**config.mk**
```make
export PLATFORM = sky130hd
export DESIGN_NAME = decodeStage
export DESIGN_NICKNAME = d
export VERILOG_FILES = /design/src/design/decodePkg.sv /design/src/design/instrDecoder.sv /design/src/design/registerFile.sv /design/src/design/branchResolver.sv /design/src/design/decodeStage.sv
export SDC_FILE = /design/constraint.sdc
export NUM_CORES = 1
export LEC_CHECK = 0
export BUFFER_PORTS_ARGS = -buffer_cell sky130_fd_sc_hd__clkbuf_2
export CAP_MARGIN = 20
export CORE_MARGIN = 2
export CORE_UTILIZATION = 30
export CTS_CLUSTER_SIZE = 30
export DETAILED_ROUTE_END_ITERATION = 6
export HOLD_SLACK_MARGIN = 0.02
export SETUP_SLACK_MARGIN = 0.15
export SKIP_CTS_REPAIR_TIMING = 1
export SLEW_MARGIN = 15
export SYNTH_ARGS = -nofsm -noshare
export SYNTH_HDL_FRONTEND = slang
export SYNTH_SLANG_ARGS = --single-unit
```
**constraint.sdc**
```tcl
create_clock -name clk -period 4 [get_ports clk]
set_input_delay 0.6 -clock clk [delete_from_list [all_inputs] [get_ports clk]]
set_output_delay 0.6 -clock clk [all_outputs]
set_load 0.02 [all_outputs]
```
**src/design/decodePkg.sv**
```systemverilog
`default_nettype none

package decodePkg;

  localparam int regCodeWidth = 4;
  localparam int dataWidth    = 16;

  // special register codes
  localparam logic [3:0] regIh   = 4'd8;
  localparam logic [3:0] regSp   = 4'd9;
  localparam logic [3:0] regRa   = 4'd10;
  localparam logic [3:0] regT    = 4'd11;
  localparam logic [3:0] regNone = 4'd15; // never written

  typedef enum logic [2:0] {
    jcIdle    = 3'd0,
    jcEqz     = 3'd1,
    jcNez     = 3'd2,
    jcTeqz    = 3'd3,
    jcTnez    = 3'd4,
    jcJumpReg = 3'd5,
    jcDirect  = 3'd6
  } jumpCtrl_e;

  // major opcodes, nop/eret/int fall through to the default decode
  localparam logic [4:0] opAddsp3  = 5'b00000;
  localparam logic [4:0] opB       = 5'b00010;
  localparam logic [4:0] opBeqz    = 5'b00100;
  localparam logic [4:0] opBnez    = 5'b00101;
  localparam logic [4:0] opShift   = 5'b00110; // sll, srl, sra
  localparam logic [4:0] opAddiu3  = 5'b01000;
  localparam logic [4:0] opAddiu   = 5'b01001;
  localparam logic [4:0] opSlti    = 5'b01010;
  localparam logic [4:0] opSltui   = 5'b01011;
  localparam logic [4:0] opSpGroup = 5'b01100; // addsp, bteqz, btnez, mtsp, sw_rs
  localparam logic [4:0] opLi      = 5'b01101;
  localparam logic [4:0] opCmpi    = 5'b01110;
  localparam logic [4:0] opMove    = 5'b01111;
  localparam logic [4:0] opLwSp    = 5'b10010;
  localparam logic [4:0] opLw      = 5'b10011;
  localparam logic [4:0] opSwSp    = 5'b11010;
  localparam logic [4:0] opSw      = 5'b11011;
  localparam logic [4:0] opAddu    = 5'b11100; // addu, subu
  localparam logic [4:0] opRrr     = 5'b11101;
  localparam logic [4:0] opMfih    = 5'b11110; // mfih, mtih

  // rx sub-codes of the sp group
  localparam logic [2:0] spBteqz = 3'b000;
  localparam logic [2:0] spBtnez = 3'b001;
  localparam logic [2:0] spSwRs  = 3'b010;
  localparam logic [2:0] spAddsp = 3'b011;
  localparam logic [2:0] spMtsp  = 3'b100;

  // low function bits of opRrr
  localparam logic [4:0] fnJump = 5'b00000; // jr, jrra, mfpc, jalr
  localparam logic [4:0] fnSlt  = 5'b00010;
  localparam logic [4:0] fnSltu = 5'b00011;
  localparam logic [4:0] fnSllv = 5'b00100;
  localparam logic [4:0] fnSrlv = 5'b00110;
  localparam logic [4:0] fnSrav = 5'b00111;
  localparam logic [4:0] fnCmp  = 5'b01010;
  localparam logic [4:0] fnNeg  = 5'b01011;
  localparam logic [4:0] fnAnd  = 5'b01100;
  localparam logic [4:0] fnOr   = 5'b01101;
  localparam logic [4:0] fnXor  = 5'b01110;
  localparam logic [4:0] fnNot  = 5'b01111;

  // ry sub-codes of the jump subgroup
  localparam logic [2:0] jsJr   = 3'b000;
  localparam logic [2:0] jsJrra = 3'b001;
  localparam logic [2:0] jsMfpc = 3'b010;
  localparam logic [2:0] jsJalr = 3'b110;

  typedef union packed {
    struct packed {
      logic [4:0] op;
      logic [2:0] rx;
      logic [2:0] ry;
      logic [2:0] rz;
      logic [1:0] func2;
    } rrr;
    struct packed {
      logic [4:0] op;
      logic [2:0] rx;
      logic [7:0] imm8;
    } ri;
  } instrWord_u;

endpackage

`default_nettype wire

```
**src/design/instrDecoder.sv**
```systemverilog
`default_nettype none

module instrDecoder (
  input  wire logic                                clk,
  input  wire logic                                rst,
  input  wire logic                                instrValid,
  input  wire decodePkg::instrWord_u               instr,
  input  wire logic [decodePkg::dataWidth-1:0]     pc,
  output logic [decodePkg::regCodeWidth-1:0]       regS,
  output logic [decodePkg::regCodeWidth-1:0]       regM,
  output logic [decodePkg::regCodeWidth-1:0]       regT,
  output decodePkg::jumpCtrl_e                     jumpCtrl,
  output logic [decodePkg::dataWidth-1:0]          branchOffset,
  output logic [decodePkg::dataWidth-1:0]          pcD,
  output logic                                     decValid
);

  import decodePkg::*;

  logic [regCodeWidth-1:0] rxCode, ryCode, rzCode;
  logic [4:0]              funcCode;
  logic [10:0]             longOff;
  logic [dataWidth-1:0]    shortExt, longExt;

  logic [regCodeWidth-1:0] nextS, nextM, nextT;
  jumpCtrl_e               nextJc;
  logic [dataWidth-1:0]    nextOffset;

  assign rxCode   = {1'b0, instr.rrr.rx};
  assign ryCode   = {1'b0, instr.rrr.ry};
  assign rzCode   = {1'b0, instr.rrr.rz};
  assign funcCode = {instr.rrr.rz, instr.rrr.func2};

  // b reads its offset across rx and imm8
  assign longOff  = {instr.ri.rx, instr.ri.imm8};
  assign shortExt = {{(dataWidth-8){instr.ri.imm8[7]}}, instr.ri.imm8};
  assign longExt  = {{(dataWidth-11){longOff[10]}}, longOff};

  always_comb
  begin
    nextS      = '0;
    nextM      = '0;
    nextT      = regNone; // unknown ops write nothing
    nextJc     = jcIdle;
    nextOffset = '0;
    if (instrValid)
    begin
      case (instr.rrr.op)
        opAddsp3:
        begin
          nextS = regSp;
          nextT = rxCode;
        end
        opB:
        begin
          nextJc     = jcDirect;
          nextOffset = longExt;
        end
        opBeqz, opBnez:
        begin
          nextS      = rxCode;
          nextJc     = (instr.rrr.op == opBeqz) ? jcEqz : jcNez;
          nextOffset = shortExt;
        end
        opShift, opMove:
        begin
          nextS = ryCode;
          nextT = rxCode;
        end
        opAddiu3:
        begin
          nextS = rxCode;
          nextT = ryCode;
        end
        opAddiu:
        begin
          nextS = rxCode;
          nextT = rxCode;
        end
        opSlti, opSltui, opCmpi:
          nextS = rxCode;            // result goes to T flag later
        opSpGroup:
          case (instr.ri.rx)
            spBteqz, spBtnez:
            begin
              nextJc     = (instr.ri.rx == spBteqz) ? jcTeqz : jcTnez;
              nextOffset = shortExt;
            end
            spSwRs:
            begin
              nextS = regRa;
              nextM = regSp;
            end
            spAddsp:
            begin
              nextS = regSp;
              nextT = regSp;
            end
            spMtsp:
            begin
              nextS = ryCode;
              nextT = regSp;
            end
            default: ;
          endcase
        opLi:
          nextT = rxCode;
        opLwSp:
        begin
          nextM = regSp;
          nextT = rxCode;
        end
        opLw:
        begin
          nextM = rxCode;
          nextT = ryCode;
        end
        opSwSp:
        begin
          nextS = rxCode;
          nextM = regSp;
        end
        opSw:
        begin
          nextS = ryCode;
          nextM = rxCode;
        end
        opAddu:
        begin
          nextS = rxCode;
          nextM = ryCode;
          nextT = rzCode;
        end
        opRrr:
          case (funcCode)
            fnJump:
              case (instr.rrr.ry)
                jsJr:
                begin
                  nextS  = rxCode;
                  nextJc = jcJumpReg;
                end
                jsJrra:
                begin
                  nextS  = regRa;
                  nextJc = jcJumpReg;
                end
                jsMfpc:
                  nextT = rxCode;
                jsJalr:
                begin
                  nextS  = rxCode;
                  nextT  = regRa;  // link register
                  nextJc = jcJumpReg;
                end
                default: ;
              endcase
            fnSlt, fnSltu:
            begin
              nextS = rxCode;
              nextM = ryCode;
            end
            fnSllv, fnSrlv, fnSrav:
            begin
              nextS = ryCode;
              nextM = rxCode;
              nextT = ryCode;
            end
            fnCmp:
            begin
              nextS = ryCode;
              nextM = rxCode;
            end
            fnNeg, fnNot:
            begin
              nextS = ryCode;
              nextT = rxCode;
            end
            fnAnd, fnOr, fnXor:
            begin
              nextS = ryCode;
              nextM = rxCode;
              nextT = rxCode;
            end
            default: ;
          endcase
        opMfih:
          if (instr.rrr.func2[0])
          begin
            nextS = rxCode;          // mtih
            nextT = regIh;
          end
          else
          begin
            nextS = regIh;           // mfih
            nextT = rxCode;
          end
        default: ;                   // nop, eret, int and unknown
      endcase
    end
  end

  always_ff @(posedge clk or negedge rst)
  begin
    if (!rst)
    begin
      regS     <= '0;
      regM     <= '0;
      regT     <= regNone;
      jumpCtrl <= jcIdle;
      decValid <= 1'b0;
    end
    else
    begin
      regS     <= nextS;
      regM     <= nextM;
      regT     <= nextT;
      jumpCtrl <= nextJc;
      decValid <= instrValid;
    end
  end

  always_ff @(posedge clk)
  begin
    branchOffset <= nextOffset;
    pcD          <= pc;
  end

endmodule

`default_nettype wire

```
**src/design/registerFile.sv**
```systemverilog
`default_nettype none

module registerFile (
  input  wire logic                                clk,
  input  wire logic                                rst,
  input  wire logic [decodePkg::regCodeWidth-1:0]  readAddrS,
  input  wire logic [decodePkg::regCodeWidth-1:0]  readAddrM,
  input  wire logic                                writeEnable,
  input  wire logic [decodePkg::regCodeWidth-1:0]  writeAddr,
  input  wire logic [decodePkg::dataWidth-1:0]     writeData,
  output logic [decodePkg::dataWidth-1:0]          valueS,
  output logic [decodePkg::dataWidth-1:0]          valueM,
  output logic [decodePkg::dataWidth-1:0]          tValue
);

  import decodePkg::*;

  localparam int depth = 2 ** regCodeWidth;

  logic [dataWidth-1:0] regs [depth];
  logic                 writeHit;

  assign writeHit = writeEnable && (writeAddr != regNone); // code 15 is read-only zero

  // same-cycle write wins over the stored word
  function automatic logic [dataWidth-1:0] readPort(input logic [regCodeWidth-1:0] addr);
    if (writeHit && (addr == writeAddr))
      return writeData;
    return regs[addr];
  endfunction

  always_ff @(posedge clk or negedge rst)
  begin
    if (!rst)
    begin
      for (int i = 0; i < depth; i++)
        regs[i] <= '0;
    end
    else if (writeHit)
    begin
      regs[writeAddr] <= writeData;
    end
  end

  assign valueS = readPort(readAddrS);
  assign valueM = readPort(readAddrM);
  assign tValue = readPort(regT);   // T flag always visible

endmodule

`default_nettype wire

```
**src/design/branchResolver.sv**
```systemverilog
`default_nettype none

module branchResolver (
  input  wire logic                                clk,
  input  wire logic                                rst,
  input  wire logic                                decValid,
  input  wire decodePkg::jumpCtrl_e                jumpCtrl,
  input  wire logic [decodePkg::regCodeWidth-1:0]  regT,
  input  wire logic [decodePkg::dataWidth-1:0]     branchOffset,
  input  wire logic [decodePkg::dataWidth-1:0]     pcD,
  input  wire logic [decodePkg::dataWidth-1:0]     valueS,
  input  wire logic [decodePkg::dataWidth-1:0]     valueM,
  input  wire logic [decodePkg::dataWidth-1:0]     tValue,
  output logic                                     outValid,
  output logic                                     branchTaken,
  output logic [decodePkg::regCodeWidth-1:0]       destReg,
  output logic [decodePkg::dataWidth-1:0]          opS,
  output logic [decodePkg::dataWidth-1:0]          opM,
  output logic [decodePkg::dataWidth-1:0]          branchTarget
);

  import decodePkg::*;

  logic [dataWidth-1:0] seqPc;
  logic [dataWidth-1:0] relTarget;
  logic                 sZero, tZero;
  logic                 taken;
  logic [dataWidth-1:0] target;

  assign seqPc     = pcD + 16'd1;
  assign relTarget = seqPc + branchOffset;  // pc + 1 + offset
  assign sZero     = (valueS == '0);
  assign tZero     = (tValue == '0);

  always_comb
  begin
    case (jumpCtrl)
      jcEqz:     taken = sZero;
      jcNez:     taken = !sZero;
      jcTeqz:    taken = tZero;
      jcTnez:    taken = !tZero;
      jcDirect:  taken = 1'b1;
      jcJumpReg: taken = 1'b1;
      default:   taken = 1'b0;     // idle whenever decValid is low
    endcase
  end

  always_comb
  begin
    if (!taken)
      target = seqPc;
    else if (jumpCtrl == jcJumpReg)
      target = valueS;              // jr, jrra, jalr
    else
      target = relTarget;
  end

  always_ff @(posedge clk or negedge rst)
  begin
    if (!rst)
    begin
      outValid    <= 1'b0;
      branchTaken <= 1'b0;
      destReg     <= regNone;
    end
    else
    begin
      outValid    <= decValid;
      branchTaken <= taken;
      destReg     <= regT;
    end
  end

  always_ff @(posedge clk)
  begin
    opS          <= valueS;
    opM          <= valueM;
    branchTarget <= target;
  end

endmodule

`default_nettype wire

```
**src/design/decodeStage.sv**
```systemverilog
`default_nettype none

module decodeStage (
  input  wire logic                                clk,
  input  wire logic                                rst,
  input  wire logic                                instrValid,
  input  wire logic [decodePkg::dataWidth-1:0]     instr,
  input  wire logic [decodePkg::dataWidth-1:0]     pc,
  input  wire logic                                writeEnable,
  input  wire logic [decodePkg::regCodeWidth-1:0]  writeAddr,
  input  wire logic [decodePkg::dataWidth-1:0]     writeData,
  output logic                                     outValid,
  output logic                                     branchTaken,
  output logic [decodePkg::regCodeWidth-1:0]       destReg,
  output logic [decodePkg::dataWidth-1:0]          opS,
  output logic [decodePkg::dataWidth-1:0]          opM,
  output logic [decodePkg::dataWidth-1:0]          branchTarget
);

  import decodePkg::*;

  logic [regCodeWidth-1:0] regS, regM, regT;
  jumpCtrl_e               jumpCtrl;
  logic [dataWidth-1:0]    branchOffset;
  logic [dataWidth-1:0]    pcD;
  logic                    decValid;
  logic [dataWidth-1:0]    valueS, valueM, tValue;

  instrDecoder decoder (
    .clk          (clk),
    .rst          (rst),
    .instrValid   (instrValid),
    .instr        (instr),          // viewed as instrWord_u inside
    .pc           (pc),
    .regS         (regS),
    .regM         (regM),
    .regT         (regT),
    .jumpCtrl     (jumpCtrl),
    .branchOffset (branchOffset),
    .pcD          (pcD),
    .decValid     (decValid)
  );

  registerFile regFile (
    .clk         (clk),
    .rst         (rst),
    .readAddrS   (regS),
    .readAddrM   (regM),
    .writeEnable (writeEnable),
    .writeAddr   (writeAddr),
    .writeData   (writeData),
    .valueS      (valueS),
    .valueM      (valueM),
    .tValue      (tValue)
  );

  branchResolver resolver (
    .clk          (clk),
    .rst          (rst),
    .decValid     (decValid),
    .jumpCtrl     (jumpCtrl),
    .regT         (regT),
    .branchOffset (branchOffset),
    .pcD          (pcD),
    .valueS       (valueS),
    .valueM       (valueM),
    .tValue       (tValue),
    .outValid     (outValid),
    .branchTaken  (branchTaken),
    .destReg      (destReg),
    .opS          (opS),
    .opM          (opM),
    .branchTarget (branchTarget)
  );

endmodule

`default_nettype wire

```
Word level (Yosys, flattened, before mapping) --
Cells that the tools add are included.
Storage, ports and cells: register bits 358, latch bits 0, RAM bits 0, ROM bits 0, output and inout bits 54, logic and storage cells 161, memories kept 0
Cells by class: add/sub/neg operators 2, multipliers 0, divide/modulo/power cells 0, magnitude comparators 4, equality and inequality tests 47, shift-type cells 0, muxes and demuxes 46, bitwise gates (word level) 3, reductions and logical operators 30
Operator list (count):
- $bwmux 256 | 1
- $mux 16 | 14
- $bmux 16 s4 | 2
- $eq 5x4->1 const B | 14
- $demux 16 s4 | 1
- $pmux 16 s3 | 1
- $pmux 4 s6 | 2
- $pmux 4 s3 | 3
- $eq 5x5->1 const B | 7
- $logic_not 16->1 | 2
- $eq 5x3->1 const B | 6
- $mux 4 | 6
- $pmux 4 s5 | 1
- $mux 3 | 6
- $reduce_or 2->1 | 9
- $reduce_or 9->1 | 2
- $add 16x1->16 const B | 1
- $add 16x16->16 | 1
- $pmux 4 s2 | 2
- $eq 3x2->1 const B | 5
- $eq 3x3->1 const B | 5
- $eq 5x2->1 const B | 3
- $ge 5x5->1 const B | 3
- $not 4->5 | 3
- other kinds (18) | 32

Logic depth before layout (Yosys ltp) --
depth after elaboration 9, depth in mapped cells 15, mapped depth without buffers 15

Cells and area by module --
From an unflattened synthesis, not the netlist that was laid out.
Unflattened totals: cells, all modules 1441, area, all modules 19237.2 µm²
By module, submodules not included:
- registerFile | instances 1, cells each 906, area each 14282.4 µm², seq. area each 6406.1 µm²
- branchResolver | instances 1, cells each 277, area each 2670.1 µm², seq. area each 1116.1 µm²
- instrDecoder | instances 1, cells each 258, area each 2284.7 µm², seq. area each 945.9 µm²

Least setup slack after synthesis --
Ideal clock, no wire load.
path kind input to register, start in writeAddr[0] (netlist bit), end reg resolver.branchTarget[10] (netlist bit), library setup time 0.121 ns, data arrival time 3.388 ns, slack 0.491 ns, stages 14, buffers on the path 5, path through buf_4 > xnor2_1 > nand4_2 > or2_1 > buf_6 > buf_4 > o221a_2 > nor4b_2 > and4_1 > o31ai_1 > or3_1 > buf_6 > buf_6 > mux2_4
Between the ends: longest elaborated chain between the ends 9, elaborated cells on any way between the ends 17, those cells by class eq/ne (3); mux (7); reduce/logical (7)
Ends and longest elaborated chain:
- start, declared | RTL line decodeStage.sv:10 | input wire logic [decodePkg::regCodeWidth-1:0] writeAddr,
- $ne 4x4->1 | RTL line registerFile.sv:23 | assign writeHit = writeEnable && (writeAddr != regNone);
- $logic_and 1x1->1 | RTL line registerFile.sv:23
- $logic_and 1x1->1 (*) | RTL line registerFile.sv:27 | if (writeHit && (addr == writeAddr))
- $mux 1 (*) | RTL line registerFile.sv:27
- $mux 16 (*) | RTL line registerFile.sv:29 | return regs[addr];
- via regFile.valueS (one bit) | RTL line registerFile.sv:11 | output logic [decodePkg::dataWidth-1:0] valueS,
- $logic_not 16->1 (*) | RTL line branchResolver.sv:32 | assign sZero = (valueS == '0);
- $logic_not 1->1 | RTL line branchResolver.sv:39 | jcNez: taken = !sZero;
- $pmux 1 s5 (*) | RTL line branchResolver.sv:37 | case (jumpCtrl)
- $mux 16 (*) | RTL line branchResolver.sv:50 | if (!taken)
- via resolver.target[10] | RTL line branchResolver.sv:28 | logic [dataWidth-1:0] target;
- end signal, assigned | RTL line branchResolver.sv:78 | branchTarget <= target;
- end, declared | RTL line branchResolver.sv:19 | output logic [decodePkg::dataWidth-1:0] branchTarget
The timed path passes the listed nets; every way through them passes the cells marked *. A chain may end at the register's enable or synchronous reset.

Worst setup path in the final report --
start reg decoder.regS[0] (netlist bit), end reg resolver.branchTarget[11] (netlist bit)
Between the ends: longest elaborated chain between the ends 9, elaborated cells on any way between the ends 13, those cells by class eq/ne (1); mux (8); bitwise (1); reduce/logical (3)
Ends and longest elaborated chain:
- start, declared | RTL line instrDecoder.sv:9 | output logic [decodePkg::regCodeWidth-1:0] regS,
- start signal, assigned | RTL line instrDecoder.sv:215 | regS <= nextS;
- $not 4->5 (implied by the code) | RTL line registerFile.sv:29
- $bmux 16 s4 | RTL line registerFile.sv:29
- $mux 16 (implied by the code) (2 in a row) | RTL line registerFile.sv:29
- $mux 16 (*) | RTL line registerFile.sv:29
- via regFile.valueS (one bit) | RTL line registerFile.sv:11
- $logic_not 16->1 (*) | RTL line branchResolver.sv:32
- $logic_not 1->1 | RTL line branchResolver.sv:39
- $pmux 1 s5 (*) | RTL line branchResolver.sv:37
- $mux 16 (*) | RTL line branchResolver.sv:50
- via resolver.target[11] | RTL line branchResolver.sv:28
The timed path passes the listed nets; every way through them passes the cells marked *. The select of a mux whose other input is x is not followed.

==> results.cfg <==
[outcome]
status = finished clean

[min_path]
worst_hold_path_type = primary input to flip-flop
holdPathStages = 1
min_from = pc[1]
hold-path-endpoint = decoder.pcD[1]

[synth]
ys_ff_latch = 353
synth_seq_area_share = 0.4613
ys.flop_type = dfrtp_1
synth_edf_count = 0
synth_area_per_cell_um2 = 13.58
syn_area_um2 = 18360
synth_top_cell_area_share = 0.3681
synth-async-reset-ratio = 0.7875
yosysMostFrequentCell = mux2_2
synth_common_cells = 272 x mux2_2, 270 x dfrtp_1, 144 x mux4_2, 90 x clkbuf_1, 75 x dfxtp_1
synth_warnings = 0
yosys.area.top_type = dfrtp_1
synth_cells = 1352
synth.distinct_cells = 65
syn_nets = 1425
yosys-top-cells-area = dfrtp_1 37%, mux4_2 18%, mux2_2 17%

[timing]
setup_viol = 0
slew_headroom = 0.3606
drv_slew = 0
clock.fmax_mhz = 272.9
finalCriticalPeriod_ps = 3665
finClkSkew_ps = 30.74
tns_ps = 0
hold-worst-slack_ps = 126.3
hold_viol = 0
rsz0062_at_grt = false
finalCritPeriodShare = 0.9161
worst_pin_slew_ps = 956.9

[power]
p_sw_frac = 0.2845
switching_power_uw = 3016
p_clk_frac = 0.344
p_int_uw = 7587
irDropWorstVdd_mv = 0.2613
power_density_nw_per_um2 = 500.1
power_frac_comb = 0.205
p_seq_frac = 0.451
p_leak_uw = 0.008455

[setup_path]
critPathMaxFanout = 20
rrSetupSlack_ps = 340
critPathKind = flip-flop to flip-flop
r2r_start = decoder.regS[0]
reg2reg_depth = 12
worst_ep_arrival_time_ps = 4110
reg2reg_to = resolver.branchTarget[11]
cp-end-kind = flip-flop
cpPeakStageDelay_ps = 530
startpoint_type = flip-flop
cp_slowest_cell = mux4_2
worstPathRequired_ps = 4440
cp_cell_sequence = buf_12 -> buf_12 -> mux4_2 -> mux2i_1 -> o211ai_1 -> o221a_2 -> nor4_1 -> and4_1 -> o31ai_1 -> or3_1 -> buf_12 -> mux2_4
path_common_cell = buf_12

[clock_network]
clockBufferDepth = 3
cts_num_sinks = 353
cts_tree = yes
clk_pin_slew_ps = 50
root_buffer = clkbuf_16
clock_latency_ps = 590
htreeDepth = 2
cts_buffers = 41

[drt]
firstDrtPassIters = 5
vias = 12130
postRouteAntennaNets = 0
post_drt_wl_per_cell_um = 23.63
via_per_inst = 5.413
drtIter0Drc = 858
wirelength_um = 52940
drc = 0

[die]
die_w_um = 251.4
rows = 90
dieArea_um2 = 63180
coreArea_um2 = 60470
start_util = 0.3036
die_y_um = 251.4
io_pins = 110

[global_routing]
grt_usage = 0.1690
overflow = 0
grt_pass1_wl_um = 81280
grt_max_degree = 127
grt_pass1_vias = 12740
antenna_found_initial = 2

[place]
port_buffers = 109
finalWeightedCongestion = 0.8975
dp_hpwl_um = 35210

[layout]
drive_gt1_frac = 0.4746
fill_cells = 5768
nets = 1498
diodes = 0
area_delta_synth_final_pct = 15.51

[job]
cap_violations = 0
-- cells by family after synthesis --
| group | Yosys count | synth area share |
|---|---|---|
| flops | 353 | 0.4613 |
| mux | 448 | 0.3632 |
| compound gates | 155 | 0.05923 |
| buf+inv | 145 | 0.03340 |
| simple gates | 196 | 0.05276 |
| xor+xnor | 38 | 0.01813 |
| fa+ha+maj | 17 | 0.01200 |
-- layer usage --
layer | track usage | share of wire
met1 | 0.2173 | 0.42
met2 | 0.2821 | 0.50
met3 | 0.03075 | 0.050
met4 | 0.06718 | 0.037
met5 | 0 | 0.00043
-- area by class of cell --
type,count,area (um^2),area share
Sequential cell,353,8479,0.3999
Multi-Input combinational cell,854,9333,0.4401
Clock buffer,61,1201,0.05665
Clock inverter,15,112.6,0.005311
Tap cell,782,978.4,0.04614
Inverter,21,78.83,0.003717
Timing Repair Buffer,154,1021,0.04815
-- power groups by stage --
| stage | sequential [uW] | clock [uW] | combinational, uW |
|---|---|---|---|
| detailed placement | 4840 | 0 | 2180 |
| global route | 4860 | 3870 | 2340 |
| finish | 4780 | 3650 | 2180 |
| floorplan | 4740 | 0 | 1460 |
| global placement | 4800 | 0 | 2140 |
| CTS | 4770 | 3720 | 2190 |
-- worst max path at each step --
stage / slack (ps) / start / to / cells after the start
after global routing: 150 / decoder.regS[0] / resolver.branchTarget[2] / 12
final: 340 / decoder.regS[0] / resolver.branchTarget[11] / 12
after floorplan: 490 / writeAddr[0] / resolver.branchTarget[10] / 14
after detailed placement: 230 / writeAddr[2] / resolver.branchTarget[7] / 12
after global placement: 280 / writeAddr[2] / resolver.branchTarget[7] / 12
after CTS: 250 / decoder.pcD[0] / resolver.branchTarget[14] / 14
-- flip-flops by register name, indices dropped and copies added, names as in the netlist --
name,count
decoder.branchOffset,11
decoder.decValid,1
decoder.jumpCtrl,3
decoder.pcD,16
decoder.regM,4
decoder.regS,4
decoder.regT,4
regFile.regs,256
resolver.branchTaken,1
resolver.branchTarget,16
resolver.destReg,4
resolver.opM,16
resolver.opS,16
resolver.outValid,1
-- cell usage in the layout (no fill, tap or decap), types with 12 or more instances in the layout --
cell type / count
a21oi_1: 49
buf_4: 34
clkbuf_16: 41
clkbuf_2: 108
dfrtp_1: 265
dfxtp_1: 75
ha_1: 16
inv_1: 21
mux2_2: 272
mux2i_1: 24
mux4_2: 144
nand2_1: 36
nand2b_1: 12
nand3_1: 19
nor2_1: 55
o211ai_1: 18
o21ai_0: 16
o221a_2: 15
xnor2_1: 24
xor2_1: 13
-- through the flow --
stage / power [uW] / area [um^2] / instances / utilization / setup WS [ps]
detailed placement: 7015 / 19860 / 2163 / 0.3285 / 231.4
global route: 11070 / 21200 / 2240 / 0.3507 / 153.0
global placement: 6938 / 19860 / 2163 / 0.3285 / 283.9
finish: 10600 / 21200 / 2240 / 0.3507 / 335.5
CTS: 10690 / 21180 / 2239 / 0.3502 / 252.8
floorplan: 6206 / 18360 / 1352 / - / 490.9
-- critical path, delay by kind of cell (launching register included) --
family	cells	cell delay (ps)
multiplexers	3	1130
AO/OA/AOI/OAI	3	390
AND/OR/NAND/NOR	3	910
flip-flops	1	460
buffers and inverters	3	610
No activity file was read; power rests on OpenSTA's default activity.
